## config.mk

```make
export PLATFORM = sky130hd
export DESIGN_NAME = tpu_control
export DESIGN_NICKNAME = d
export VERILOG_FILES = /design/src/tpu_pkg.sv /design/src/tpu_control.sv
export SDC_FILE = /design/constraint.sdc
export NUM_CORES = 1
export LEC_CHECK = 0
export BUFFER_PORTS_ARGS = -buffer_cell sky130_fd_sc_hd__buf_2
export CAP_MARGIN = 10
export CORE_ASPECT_RATIO = 2
export CORE_MARGIN = 5
export CORE_UTILIZATION = 45
export CTS_CLUSTER_SIZE = 24
export DETAILED_ROUTE_END_ITERATION = 10
export GPL_TIMING_DRIVEN = 0
export PLACE_DENSITY = 0.69
export RECOVER_POWER = 25
export SLEW_MARGIN = 20
export SYNTH_ARGS = -nofsm -noshare
export SYNTH_HDL_FRONTEND = slang
export SYNTH_SLANG_ARGS = --single-unit
```

## constraint.sdc

```tcl
create_clock -name clk -period 2.3 [get_ports clk]
set_input_delay 0.23 -clock clk [delete_from_list [all_inputs] [get_ports clk]]
set_output_delay 0.23 -clock clk [all_outputs]
set_load 0.05 [all_outputs]
```

## src/tpu_pkg.sv

```systemverilog
/* sizes, latencies and types shared by every block of the matrix engine
   the array is square with ARR_N lanes; all values are fixed here */
package tpu_pkg;

    // ========================================
    // sizes
    // ========================================
    localparam int ARR_N     = 4;                   // lanes, array is ARR_N x ARR_N
    localparam int DATA_W    = 8;                   // signed element
    localparam int ACC_W     = 24;                  // signed sum, wraps
    localparam int MEM_DEPTH = 16;                  // rows per memory bank
    localparam int ACC_DEPTH = 16;                  // result rows in the table
    localparam int MEM_AW    = $clog2(MEM_DEPTH);
    localparam int ACC_AW    = $clog2(ACC_DEPTH);
    localparam int CNT_W     = $clog2(MEM_DEPTH + 1); // holds 1..16

    // input skew, sum chain and output deskew
    localparam int ARR_LAT   = 2 * ARR_N - 1;

    // ========================================
    // types
    // ========================================
    typedef logic signed [DATA_W-1:0]       data_t;
    typedef logic signed [ACC_W-1:0]        acc_t;
    typedef logic [ARR_N*DATA_W-1:0]        data_vec_t;  // lane k at slice k
    typedef logic [ARR_N*ACC_W-1:0]         acc_vec_t;
    typedef logic [ARR_N-1:0]               lane_mask_t;
    typedef logic [MEM_AW-1:0]              mem_addr_t;
    typedef logic [ACC_AW-1:0]              acc_addr_t;
    typedef logic [CNT_W-1:0]               row_cnt_t;

    typedef enum logic [2:0] {
        IDLE,       // waiting for a command
        FILL,       // weight memory -> fifo
        DRAIN,      // fifo -> array
        STREAM,     // input rows into the array
        FLUSH       // waiting for the last results
    } ctrl_state_t;

endpackage
```

## src/tpu_control.sv

```systemverilog
/* command sequencer; commands are taken only in IDLE and ignored while busy
   num_rows must be 1..16; load_weights wins when both pulses come together */
`timescale 1ns/1ns

module tpu_control import tpu_pkg::*; (
    input  logic      clk,
    input  logic      rst,
    input  logic      load_weights,
    input  mem_addr_t w_base,
    input  logic      start,
    input  mem_addr_t in_base,
    input  row_cnt_t  num_rows,
    input  acc_addr_t acc_base,
    input  logic      accumulate,
    input  logic      result_valid,
    output logic      w_rd_en,
    output mem_addr_t w_rd_addr,
    output logic      fill_en,
    output logic      drain_en,
    output logic      weight_write,
    output logic      in_rd_en,
    output mem_addr_t in_rd_addr,
    output logic      arr_valid,
    output logic      acc_wr_en,
    output acc_addr_t acc_wr_addr,
    output logic      acc_accum,
    output logic      busy,
    output logic      done
);

    ctrl_state_t state_q;
    row_cnt_t    cnt_q;         // reads or shifts in this phase
    row_cnt_t    res_cnt_q;     // results written so far
    mem_addr_t   w_base_q;
    mem_addr_t   in_base_q;
    row_cnt_t    rows_q;
    acc_addr_t   acc_base_q;
    logic        accum_q;
    logic        last_rd;
    logic        last_res;
    logic        drain_end;

    // ========================================
    // decodes
    // ========================================
    assign last_rd   = cnt_q == rows_q - 1'b1;
    assign last_res  = result_valid && (res_cnt_q == rows_q - 1'b1);
    assign drain_end = (state_q == DRAIN) && (cnt_q == row_cnt_t'(ARR_N - 1));

    // tile rows read top address first, see weight_fifo
    assign w_rd_en   = (state_q == FILL) && (cnt_q < row_cnt_t'(ARR_N));
    assign w_rd_addr = w_base_q + mem_addr_t'(ARR_N - 1) - mem_addr_t'(cnt_q);

    assign drain_en     = state_q == DRAIN;
    assign weight_write = state_q == DRAIN;    // array shifts with the fifo

    assign in_rd_en   = state_q == STREAM;
    assign in_rd_addr = in_base_q + mem_addr_t'(cnt_q);

    assign acc_wr_en   = result_valid;
    assign acc_wr_addr = acc_base_q + acc_addr_t'(res_cnt_q); // wraps mod 16
    assign acc_accum   = accum_q;

    assign busy = state_q != IDLE;
    assign done = drain_end || ((state_q == FLUSH) && last_res);

    // ========================================
    // state machine
    // ========================================
    always_ff @(posedge clk) begin
        if (rst) begin
            state_q   <= IDLE;
            cnt_q     <= '0;
            res_cnt_q <= '0;
            fill_en   <= 1'b0;
            arr_valid <= 1'b0;
        end else begin
            fill_en   <= w_rd_en;              // one cycle of read latency
            arr_valid <= in_rd_en;
            if (result_valid) begin
                res_cnt_q <= res_cnt_q + 1'b1;
            end
            cnt_q <= cnt_q + 1'b1;
            case (state_q)
                IDLE: begin
                    cnt_q <= '0;
                    if (load_weights) begin
                        state_q <= FILL;
                    end else if (start) begin
                        state_q   <= STREAM;
                        res_cnt_q <= '0;
                    end
                end
                FILL: begin
                    if (cnt_q == row_cnt_t'(ARR_N)) begin   // last fill shift
                        state_q <= DRAIN;
                        cnt_q   <= '0;
                    end
                end
                DRAIN: begin
                    if (drain_end) begin
                        state_q <= IDLE;
                    end
                end
                STREAM: begin
                    if (last_rd) begin
                        state_q <= FLUSH;
                    end
                end
                FLUSH: begin
                    if (last_res) begin
                        state_q <= IDLE;
                    end
                end
                default: state_q <= IDLE;
            endcase
        end
    end

    // command fields follow the inputs until a command is taken
    always_ff @(posedge clk) begin
        if (state_q == IDLE) begin
            w_base_q   <= w_base;
            in_base_q  <= in_base;
            rows_q     <= num_rows;
            acc_base_q <= acc_base;
            accum_q    <= accumulate;
        end
    end

endmodule

```

==> metrics.md, run 1 <==
| Metric | Value |
|---|---|
| Status | complete, no violations |
| Max rail drop VDD | 0.6841 mV |
| Clock power share | 25.1% |
| Actual slew at the worst max-slew pin | 0.6988 ns |
| First-pass GRT wire length | 5444 µm |
| Crit-path slowest cell | edfxtp_1 |
| Core box area | 4046 µm² |
| Synthesis warning total | 0 |
| Num CTS Buffers | 5 |
| WL per Instance | 12.29 µm |
| Fin Hold WS | 0.1151 ns |
| Worst Setup EP | done |
| Dominant cells by area after synthesis | edfxtp_1, dfxtp_1, ha_1 |
| Site Rows | 33 |
| CP arrival | 1.97 ns |
| Fin. Hold Viols | 0 |
| Layout area overhead | 24.86% |
| Root Driver | clkbuf_8 |
| Fmax | 454.9 MHz |
| HP Class | input pin to register |
| Nets | 263 |
| Via density | 4.862 |
| Critical Path RT | 2.07 ns |
| Violation count after the first detailed-route iteration | 16 |
| GRT Residual Overflow | 0 |
| Clock Tree Buf Depth | 2 |
| Vias in the first global route | 1,291 |
| Clock Skew | 0.008164 ns |
| Final instance area | 2293 µm² |
| Worst-path clk slew | 0.07 ns |
| Diodes inserted | 0 |
| Post-synth EDFFs | 18 |
| Start of the worst register-to-register path | state_q[1]$_SDFFE_PP0P_ |
| DRC Markers | 0 |
| Die area | 5537 µm² |
| Syn Area/Cell | 10.74 µm² |
| Total track usage | 13.58% |
| Sequential area share after synthesis | 45.78% |
| TritonRoute pass-1 iters | 3 |
| I/O pins | 45 |
| Worst stage delay on the critical path | 0.42 ns |
| R2R Path End | res_cnt_q[3]$_SDFF_PP0_ |
| Final slew viol count | 0 |
| Comb pwr share | 33.9% |
| CP max FO | 4 |
| Final Cycle Share | 95.58% |
| Internal power component | 1113 µW |
| Later-pin clock latency in the skew report | 0.28 ns |
| CP startpoint | rows_q[0]$_DFFE_PP_ |
| Largest net degree at the start of global routing | 20 |
| CP cell instances | inv_1 -> ha_2 -> xor2_1 -> nand3_1 -> nor2_2 -> nand4_1 -> o31ai_2 -> buf_6 |
| Crit Path Class | register to primary output |
| Clock Sinks | 33 |
| Final Wtd Congestion | 0.7183 |
| TritonCTS clock tree | done |
| Sw Ratio | 36.69% |
| Seq pwr share | 40.9% |
| Placed insts | 266 |
| Synth unique cells | 40 |
| Crit path launch type | register |
| MaxCap Viol Count | 0 |
| Cell taking the most area after synthesis | edfxtp_1 |
| Initial antenna violation count | 0 |
| R2R Setup Slk | 0.52 ns |
| Synth Flop Type | edfxtp_1 |
| DIE WIDTH | 55.18 µm |
| Post-synthesis async set-or-reset flop share | 0% |
| Slew headroom | 53.36% |
| Post-DP HPWL | 2706 µm |
| FF-to-FF path depth | 5 |
| Synth top area share | 29.43% |
| Net Switching | 645.0 µW |
| Final std cells w/o fill | 276 |
| # H-tree levels | 2 |
| I/O Buffers | 43 |
| # hold bufs at CTS | 0 |
| #FFs+latches synth | 33 |
| Antenna Nets Post-Route | 0 |
| Area after DPL | 2136 µm² |
| Final setup vio count | 0 |
| Vert. Die Dim | 100.4 µm |
| Period minus WS final | 2.198 ns |
| Crit. End Element | primary output |
| Initial core utilization | 45.39% |
| Mapped Area | 1837 µm² |
| Final WL | 3393 µm |
| Hold path cells | 1 |
| Post-Syn Instances | 171 |
| Vias | 1,342 |
| P_leak | 0.001034 µW |
| Final Util | 56.68% |
| Mapped Nets | 211 |
| Share of cells above drive strength 1 | 33.04% |
| P per Cell Area | 766.5 nW/µm² |
==> how the worst min path moves through the flow <==
stage | startpoint | end | slack [ns]
finish | acc_base[0] | acc_base_q[0]$_DFFE_PP_ | 0.12
global route | acc_base[0] | acc_base_q[0]$_DFFE_PP_ | 0.11
floorplan | rst | fill_en$_SDFF_PP0_ | 0.30
global placement | in_base[1] | in_base_q[1]$_DFFE_PP_ | 0.41
CTS | acc_base[0] | acc_base_q[0]$_DFFE_PP_ | 0.11
detailed placement | num_rows[4] | rows_q[4]$_DFFE_PP_ | 0.41
==> power groups by stage <==
stage	Combinational (µW)	Sequential [µW]	Clock [µW]
CTS	595	720	455
floorplan	455	739	0
finish	597	720	442
global placement	568	732	0
detailed placement	577	734	0
global route	647	726	481
==> worst max-delay path, delay by kind of cell (launching register included) <==
family	cells	cell delay (ns)
AOI/OAI and AO/OA	1	0.09
xor gates and xnor gates	1	0.15
adders and majority gates	1	0.35
buffers and inverters	2	0.26
DFF	1	0.42
and+or+nand+nor	3	0.41
==> cells in the mapped netlist, types with 2 or more instances <==
master and count:
edfxtp_1 18, nand2_1 8, nor3b_1 2, fa_1 3, buf_4 3, nand3_1 4
inv_1 18, mux2i_1 2, nand3b_1 2, a21oi_1 3, ha_1 14, o31ai_1 2
buf_2 2, a21o_1 2, nor2_1 17, xor2_1 15, nor3_1 3, nand4_1 3
xnor2_1 13, nand2b_1 3, dfxtp_1 15
==> metrics by stage <==
stage | TNS [ns] | worst slack [ns] | power (µW)
after global routing | -0.005213 | -0.005213 | 1853
after CTS | 0 | 0.001560 | 1770
after floorplan | 0 | 0.01877 | 1194
after global placement | 0 | 0.001459 | 1301
final | 0 | 0.1017 | 1758
after detailed placement | -0.04110 | -0.04110 | 1311
==> cells in the final DEF, fill, tap and decap left out, types with 6 or more instances in the layout <==
master and count:
xnor2_1 12, clkbuf_8 6, edfxtp_1 18, ha_1 11, buf_2 43, inv_1 17
xor2_1 14, nand2_1 8, dfxtp_1 13, nor2_1 16
==> registers in the layout, indices dropped and copies added, names as in the netlist <==
register	cells
cnt_q	5
acc_base_q	4
in_base_q	4
w_base_q	4
fill_en	1
res_cnt_q	5
rows_q	5
arr_valid	1
state_q	3
acc_accum	1
==> final cells by class <==
type                    count  area, µm²
plain buffers               7      47.55
flip-flops and latches     33      848.3
repair buffers             45      242.7
well taps                  52      65.06
inverters                  18      70.07
fillers                   379       1753
clock buffers               8      90.09
multi-input cells         113      929.6
==> repair_timing <==
action / CTS / global route
resized for setup: 9 / 7
setup buffers: 1 / 1
pin swaps: 0 / 2
setup endpoints to repair: 3 / 2
==> kinds of logic (layout without fill, tap and decap cells) <==
| kind of cell | after synthesis | count (layout) | synth area share (%) |
|---|---|---|---|
| DFF | 33 | 33 | 45.78 |
| xor gates and xnor gates | 28 | 28 | 13.35 |
| buffers and inverters | 25 | 78 | 6.266 |
| muxes | 2 | 2 | 1.090 |
| and+or+nand+nor | 49 | 49 | 14.17 |
| adders and majority gates | 17 | 17 | 12.81 |
| AOI/OAI and AO/OA | 17 | 17 | 6.539 |
==> routing by layer <==
metal / track usage (%) / vias to the layer above / wire length (µm)
met1: 13.30 / 625 / 1214
met4: 5.618 / 0 / 61
met3: 3.715 / 5 / 155
met5: 0 / - / 0
li1: - / 682 / -
met2: 24.91 / 30 / 1962
Note: power is estimated with default switching activity, not from simulation.
==> inputs of run 2 (changes only) <==
--- a/config.mk
+++ b/config.mk
@@ -10,11 +10,12 @@
 export CORE_ASPECT_RATIO = 2
 export CORE_MARGIN = 5
 export CORE_UTILIZATION = 45
+export CTS_BUF_LIST = sky130_fd_sc_hd__clkbuf_8
+export CTS_CLUSTER_DIAMETER = 80
 export CTS_CLUSTER_SIZE = 24
 export DETAILED_ROUTE_END_ITERATION = 10
 export GPL_TIMING_DRIVEN = 0
 export PLACE_DENSITY = 0.69
-export RECOVER_POWER = 25
 export SLEW_MARGIN = 20
 export SYNTH_ARGS = -nofsm -noshare
 export SYNTH_HDL_FRONTEND = slang
==> metrics.md, run 2 (same netlist as run 1, synthesis figures left out) <==
| Metric | Value |
|---|---|
| Net Switching | 645.4 µW (was 645.0 µW) |
| Layout area overhead | 24.86% (unchanged) |
| Core box area | 4046 µm² (unchanged) |
| Hold path startpoint | acc_base[0] (unchanged) |
| TritonCTS clock tree | done (unchanged) |
| Vias | 1,342 (unchanged) |
| Post-DP HPWL | 2706 µm (unchanged) |
| GRT Residual Overflow | 0 (unchanged) |
| Total track usage | 13.58% (unchanged) |
| # hold bufs at CTS | 0 (unchanged) |
| Final worst slack | 0.1014 ns (was 0.1017 ns) |
| Area after DPL | 2136 µm² (unchanged) |
| Nets | 263 (unchanged) |
| First-pass GRT wire length | 5444 µm (unchanged) |
| I/O pins | 45 (unchanged) |
| Leading cell types in the layout, fill and taps excluded | buf_2, inv_1, edfxtp_1 (was buf_2, edfxtp_1, inv_1) |
| CP startpoint | rows_q[0]$_DFFE_PP_ (unchanged) |
| Clock Tree Buf Depth | 2 (unchanged) |
| Final Wtd Congestion | 0.7183 (unchanged) |
| Fmax | 454.8 MHz (was 454.9 MHz) |
| Sw Ratio | 36.90% (was 36.69%) |
| Final slew viol count | 0 (unchanged) |
| Largest net degree at the start of global routing | 20 (unchanged) |
| Later-pin clock latency in the skew report | 0.28 ns (about the same) |
| Final instance area | 2293 µm² (unchanged) |
| I/O Buffers | 43 (unchanged) |
| HP Class | input pin to register (unchanged) |
| R2R Setup Slk | 0.52 ns (about the same) |
| Top flop regs | cnt_q x5, res_cnt_q x5, rows_q x5 (unchanged) |
| Status | complete, no violations (unchanged) |
| Leading cell type in the layout, fill and taps excluded | buf_2 (unchanged) |
| Vert. Die Dim | 100.4 µm (unchanged) |
| TritonRoute pass-1 iters | 3 (unchanged) |
| Fin. Hold Viols | 0 (unchanged) |
| R2R Path End | res_cnt_q[3]$_SDFF_PP0_ (unchanged) |
| Max rail drop VDD | 0.6846 mV (was 0.6841 mV) |
| Final Cycle Share | 95.59% (was 95.58%) |
| Share of cells above drive strength 1 | 33.04% (unchanged) |
| MaxCap Viol Count | 0 (unchanged) |
| Post-place setup slack | -0.04110 ns (unchanged) |
| Critical Path RT | 2.07 ns (about the same) |
| Fin Hold WS | 0.1149 ns (was 0.1151 ns) |
| Final WL | 3393 µm (unchanged) |
| P_leak | 0.001042 µW (was 0.001034 µW) |
| Crit Path Class | register to primary output (unchanged) |
| Site Rows | 33 (unchanged) |
| Crit path launch type | register (unchanged) |
| Diodes inserted | 0 (unchanged) |
| Num CTS Buffers | 5 (unchanged) |
| Setup TNS | 0 ns (unchanged) |
| CP max FO | 4 (unchanged) |
| Fill count | 379 (unchanged) |
| Clock Sinks | 33 (unchanged) |
| Period minus WS final | 2.199 ns (was 2.198 ns) |
| Via density | 4.862 (unchanged) |
| Violation count after the first detailed-route iteration | 16 (unchanged) |
| Slew headroom | 53.36% (unchanged) |
| Worst-path clk slew | 0.07 ns (about the same) |
| Overall power | 1749 µW (was 1758 µW) |
| Start of the worst register-to-register path | state_q[1]$_SDFFE_PP0P_ (unchanged) |
| Vias in the first global route | 1,291 (unchanged) |
| Actual slew at the worst max-slew pin | 0.6988 ns (unchanged) |
| P per Cell Area | 762.8 nW/µm² (was 766.5 nW/µm²) |
| Final setup vio count | 0 (unchanged) |
| CP arrival | 1.97 ns (about the same) |
| Die area | 5537 µm² (unchanged) |
| Seq pwr share | 41.1% (was 40.9%) |
| WL per Instance | 12.29 µm (unchanged) |
| Clock power share | 24.8% (was 25.1%) |
| Root Driver | clkbuf_8 (unchanged) |
| DIE WIDTH | 55.18 µm (unchanged) |
| Crit. End Element | primary output (unchanged) |
| Clock Skew | 0.008164 ns (unchanged) |
| Antenna Nets Post-Route | 0 (unchanged) |
| FF-to-FF path depth | 5 (unchanged) |
| Initial core utilization | 45.39% (unchanged) |
| Comb pwr share | 34.1% (was 33.9%) |
| DRC Markers | 0 (unchanged) |
| End of the worst hold path | acc_base_q[0]$_DFFE_PP_ (unchanged) |
| Internal power component | 1104 µW (was 1113 µW) |
| Initial antenna violation count | 0 (unchanged) |
| # H-tree levels | 2 (unchanged) |
| Hold path cells | 1 (unchanged) |
## run 2: cell types whose count changed in the layout (fill, tap and decap cells not counted)
cell	previous run	this run
clkbuf_1	3	1
inv_1	17	19
## run 2: what timing repair did
action | 4_1_cts | 5_1_grt
setup buffers | 1 | 1
pin swaps | 0 | 2
setup endpoints to repair | 3 | 2
resized for setup | 9 | 7
## run 2: through the flow
stage          cells  utilization (%)
2_1_floorplan    171                -
3_3_place_gp     266            52.78
3_5_place_dp     266            52.78
4_1_cts          275            55.78
5_1_grt          276            56.68
6_report         276            56.68
## run 2: layout make-up
cell class,count,area [µm²],area share [%]
tap,52,65.06,2.837
inverter,18,70.07,3.055
buffer,7,47.55,2.073
clock buffer,6,82.58,3.601
multi-input combinational,113,929.6,40.53
sequential,33,848.3,36.99
clock inverter,2,7.507,0.3273
timing repair buffer,45,242.7,10.58
## run 2: power by group through the flow
stage	Clock (µW)	Combinational, µW	Sequential (µW)
final	433	597	720
after global routing	472	647	725
after detailed placement	0	577	734
after global placement	0	568	732
after floorplan	0	455	739
after CTS	447	595	720
## run 2: metal layers
layer / GRT usage [%] / part of all wire, % / wire length [µm] / vias to the layer above
met1: 13.30 / 36 / 1214 / 625
met5: 0 / 0 / 0 / -
met2: 24.91 / 58 / 1962 / 30
met4: 5.618 / 1.8 / 61 / 0
li1: - / - / - / 682
met3: 3.715 / 4.6 / 155 / 5
## run 2: worst max-delay path: stages (launching register included)
cell      delay (ns)
edfxtp_1        0.42
inv_1           0.07
ha_2            0.35
xor2_1          0.15
nand3_1         0.10
nor2_2          0.17
nand4_1         0.14
o31ai_2         0.09
buf_6           0.19
## run 2: how the worst max path moves through the flow
stage                     slack [ns]      endpoint  cells past startpoint
final                           0.10          done                      8
after global routing          -0.005          done                      8
after CTS                      0.002  w_rd_addr[3]                      7
after detailed placement       -0.04  w_rd_addr[3]                      7
after global placement         0.001  w_rd_addr[3]                      7
after floorplan                 0.02  w_rd_addr[3]                      6
==> inputs of run 3 (changes only) <==
--- a/config.mk
+++ b/config.mk
@@ -9,13 +9,12 @@
 export CAP_MARGIN = 10
 export CORE_ASPECT_RATIO = 2
 export CORE_MARGIN = 5
-export CORE_UTILIZATION = 45
+export CORE_UTILIZATION = 39
 export CTS_BUF_LIST = sky130_fd_sc_hd__clkbuf_8
 export CTS_CLUSTER_DIAMETER = 80
 export CTS_CLUSTER_SIZE = 24
 export DETAILED_ROUTE_END_ITERATION = 10
 export GPL_TIMING_DRIVEN = 0
-export PLACE_DENSITY = 0.69
 export SLEW_MARGIN = 20
 export SYNTH_ARGS = -nofsm -noshare
 export SYNTH_HDL_FRONTEND = slang
==> metrics.md, run 3 (same netlist as run 1, synthesis figures left out) <==
| Metric | Value |
|---|---|
| Worst-path clk slew | 0.07 ns (about the same) |
| GRT Residual Overflow | 0 (unchanged) |
| Die area | 6265 µm² (was 5537 µm²) |
| Violation count after the first detailed-route iteration | 16 (unchanged) |
| Vias in the first global route | 1,316 (was 1,291) |
| Final worst slack | 0.1002 ns (was 0.1014 ns) |
| DRC Markers | 0 (unchanged) |
| DIE WIDTH | 58.53 µm (was 55.18 µm) |
| Seq pwr share | 41.2% (was 41.1%) |
| Leading cell type in the layout, fill and taps excluded | buf_2 (unchanged) |
| TritonRoute pass-1 iters | 4 (was 3) |
| CP arrival | 1.97 ns (about the same) |
| Clock Skew | 0.004800 ns (was 0.008164 ns) |
| Nets | 264 (was 263) |
| FF-to-FF path depth | 5 (unchanged) |
| Max rail drop VDD | 0.5280 mV (was 0.6846 mV) |
| Final Wtd Congestion | 0.7271 (was 0.7183) |
| P_leak | 0.001038 µW (was 0.001042 µW) |
| Fin. Hold Viols | 0 (unchanged) |
| GRT Max-Usage Layer | met2 (unchanged) |
| Initial core utilization | 39.95% (was 45.39%) |
| Vias | 1,325 (was 1,342) |
| Hold path cells | 1 (unchanged) |
| Diodes inserted | 0 (unchanged) |
| Clock Tree Buf Depth | 2 (unchanged) |
| Actual slew at the worst max-slew pin | 0.7222 ns (was 0.6988 ns) |
| Largest net degree at the start of global routing | 20 (unchanged) |
| Crit path launch type | register (unchanged) |
| Comb pwr share | 34.7% (was 34.1%) |
| Site Rows | 35 (was 33) |
| Crit. End Element | primary output (unchanged) |
| Sequential standard cell area | 848.3 µm² (unchanged) |
| Later-pin clock latency in the skew report | 0.28 ns (about the same) |
| Post-place setup slack | -0.1226 ns (was -0.04110 ns) |
| Core box area | 4598 µm² (was 4046 µm²) |
| Final Util | 49.93% (was 56.68%) |
| Leading cell types in the layout, fill and taps excluded | buf_2, inv_1, edfxtp_1 (unchanged) |
| I/O Buffers | 43 (unchanged) |
| CP cell instances | inv_4 -> ha_4 -> ha_2 -> fa_2 -> xor2_2 -> xnor2_2 -> buf_6 (was inv_1 -> ha_2 -> xor2_1 -> nand3_1 -> nor2_2 -> nand4_1 -> o31ai_2 -> buf_6) |
| Fmax | 454.6 MHz (was 454.8 MHz) |
| CP startpoint | cnt_q[1]$_SDFF_PP0_ (was rows_q[0]$_DFFE_PP_) |
| Met2 usage | 23.76% (was 24.91%) |
| Fill count | 451 (was 379) |
| P per Cell Area | 757.1 nW/µm² (was 762.8 nW/µm²) |
| Critical Path RT | 2.07 ns (about the same) |
| Sw Ratio | 38.16% (was 36.90%) |
| R2R Path End | res_cnt_q[0]$_SDFF_PP0_ (was res_cnt_q[3]$_SDFF_PP0_) |
| Total track usage | 12.26% (was 13.58%) |
| Multi-input combinational cell area | 927.1 µm² (was 929.6 µm²) |
| Period minus WS final | 2.200 ns (was 2.199 ns) |
| Status | complete, no violations (unchanged) |
| Internal power component | 1075 µW (was 1104 µW) |
| Hold path startpoint | num_rows[2] (was acc_base[0]) |
| End of the worst hold path | rows_q[2]$_DFFE_PP_ (was acc_base_q[0]$_DFFE_PP_) |
| Crit Path Class | register to primary output (unchanged) |
| Vert. Die Dim | 107.1 µm (was 100.4 µm) |
| TritonCTS clock tree | done (unchanged) |
| R2R Setup Slk | 0.50 ns (was 0.52 ns) |
| CP max FO | 3 (was 4) |
| Antenna Nets Post-Route | 0 (unchanged) |
| # hold bufs at CTS | 0 (unchanged) |
| MaxCap Viol Count | 0 (unchanged) |
| Num CTS Buffers | 5 (unchanged) |
| Layout area overhead | 25.00% (was 24.86%) |
| Root Driver | clkbuf_8 (unchanged) |
| Share of cells above drive strength 1 | 32.89% (was 33.04%) |
| Top flop regs | cnt_q x5, res_cnt_q x5, rows_q x5 (unchanged) |
| Initial antenna violation count | 0 (unchanged) |
| HP Class | input pin to register (unchanged) |
| WL per Instance | 12.73 µm (was 12.29 µm) |
| Met1 Use GR | 11.63% (was 13.30%) |
| Met3 Use GR | 3.133% (was 3.715%) |
| Final WL | 3563 µm (was 3393 µm) |
| Start of the worst register-to-register path | state_q[1]$_SDFFE_PP0P_ (unchanged) |
| Final Cycle Share | 95.64% (was 95.59%) |
| # H-tree levels | 2 (unchanged) |
| Crit-path slowest cell | fa_2 (was edfxtp_1) |
| Final slew viol count | 0 (unchanged) |
| Net Switching | 663.3 µW (was 645.4 µW) |
| Clock Sinks | 33 (unchanged) |
| Worst stage delay on the critical path | 0.38 ns (was 0.42 ns) |
| Clock power share | 24.1% (was 24.8%) |
| Final setup vio count | 0 (unchanged) |
| Via density | 4.732 (was 4.862) |
| First-pass GRT wire length | 5892 µm (was 5444 µm) |
| RSZ-0062 raised after global routing | no |
| Slew headroom | 51.80% (was 53.36%) |
| Post-DP HPWL | 2807 µm (was 2706 µm) |
| I/O pins | 45 (unchanged) |
[run 3: worst max-delay path by stage]
stage                        end  cells past startpoint
floorplan           w_rd_addr[3]                      6
global placement    w_rd_addr[3]                      7
detailed placement  w_rd_addr[3]                      7
CTS                 w_rd_addr[3]                      7
global route                done                      8
finish              w_rd_addr[3]                      7
[run 3: stage by stage]
| stage | TNS [ns] | total power [µW] | hold slack [ns] | cell area (µm²) | std cells |
|---|---|---|---|---|---|
| floorplan | 0 | 1194 | 0.3016 | 1856 | 171 |
| global placement | -0.09331 | 1308 | 0.4063 | 2140 | 269 |
| detailed placement | -0.1226 | 1312 | 0.4081 | 2140 | 269 |
| CTS | 0 | 1766 | 0.1042 | 2290 | 280 |
| global route | 0 | 1834 | 0.1017 | 2296 | 280 |
| finish | 0 | 1738 | 0.1185 | 2296 | 280 |
[run 3: area by class of cell]
| cell class | count | area share (%) |
|---|---|---|
| clock buffer | 5 | 2.997 |
| tap | 55 | 2.997 |
| timing repair buffer | 46 | 10.90 |
| buffer | 7 | 2.071 |
| sequential | 33 | 36.95 |
| clock inverter | 3 | 0.6540 |
| inverter | 18 | 3.052 |
| multi-input combinational | 113 | 40.38 |
[run 3: power groups by stage]
stage / logic (µW) / clock network (µW) / registers (µW)
floorplan: 455 / 0 / 739
global placement: 575 / 0 / 734
detailed placement: 577 / 0 / 735
CTS: 612 / 437 / 716
global route: 656 / 456 / 723
finish: 603 / 419 / 715
[run 3: worst max-delay path, delay by kind of cell (launching register included)]
family | cells | cell delay, ns
adder cells (fa/ha/maj) | 3 | 0.77
flip-flops | 1 | 0.37
XOR/XNOR | 2 | 0.32
buffers and inverters | 2 | 0.23
[run 3: routing by layer]
metal	share of wire, %	up-vias
met1	36	609
met2	57	31
li1	-	680
met3	5.4	5
met4	1.4	0
met5	0	-
[run 3: what timing repair did]
action	4_1_cts	5_1_grt
cloned	0	0
endpoints found under the hold margin	0	0
setup endpoints to repair	3	2
pin swaps	4	2
gates resized for setup	13	2
buffers inserted	3	0
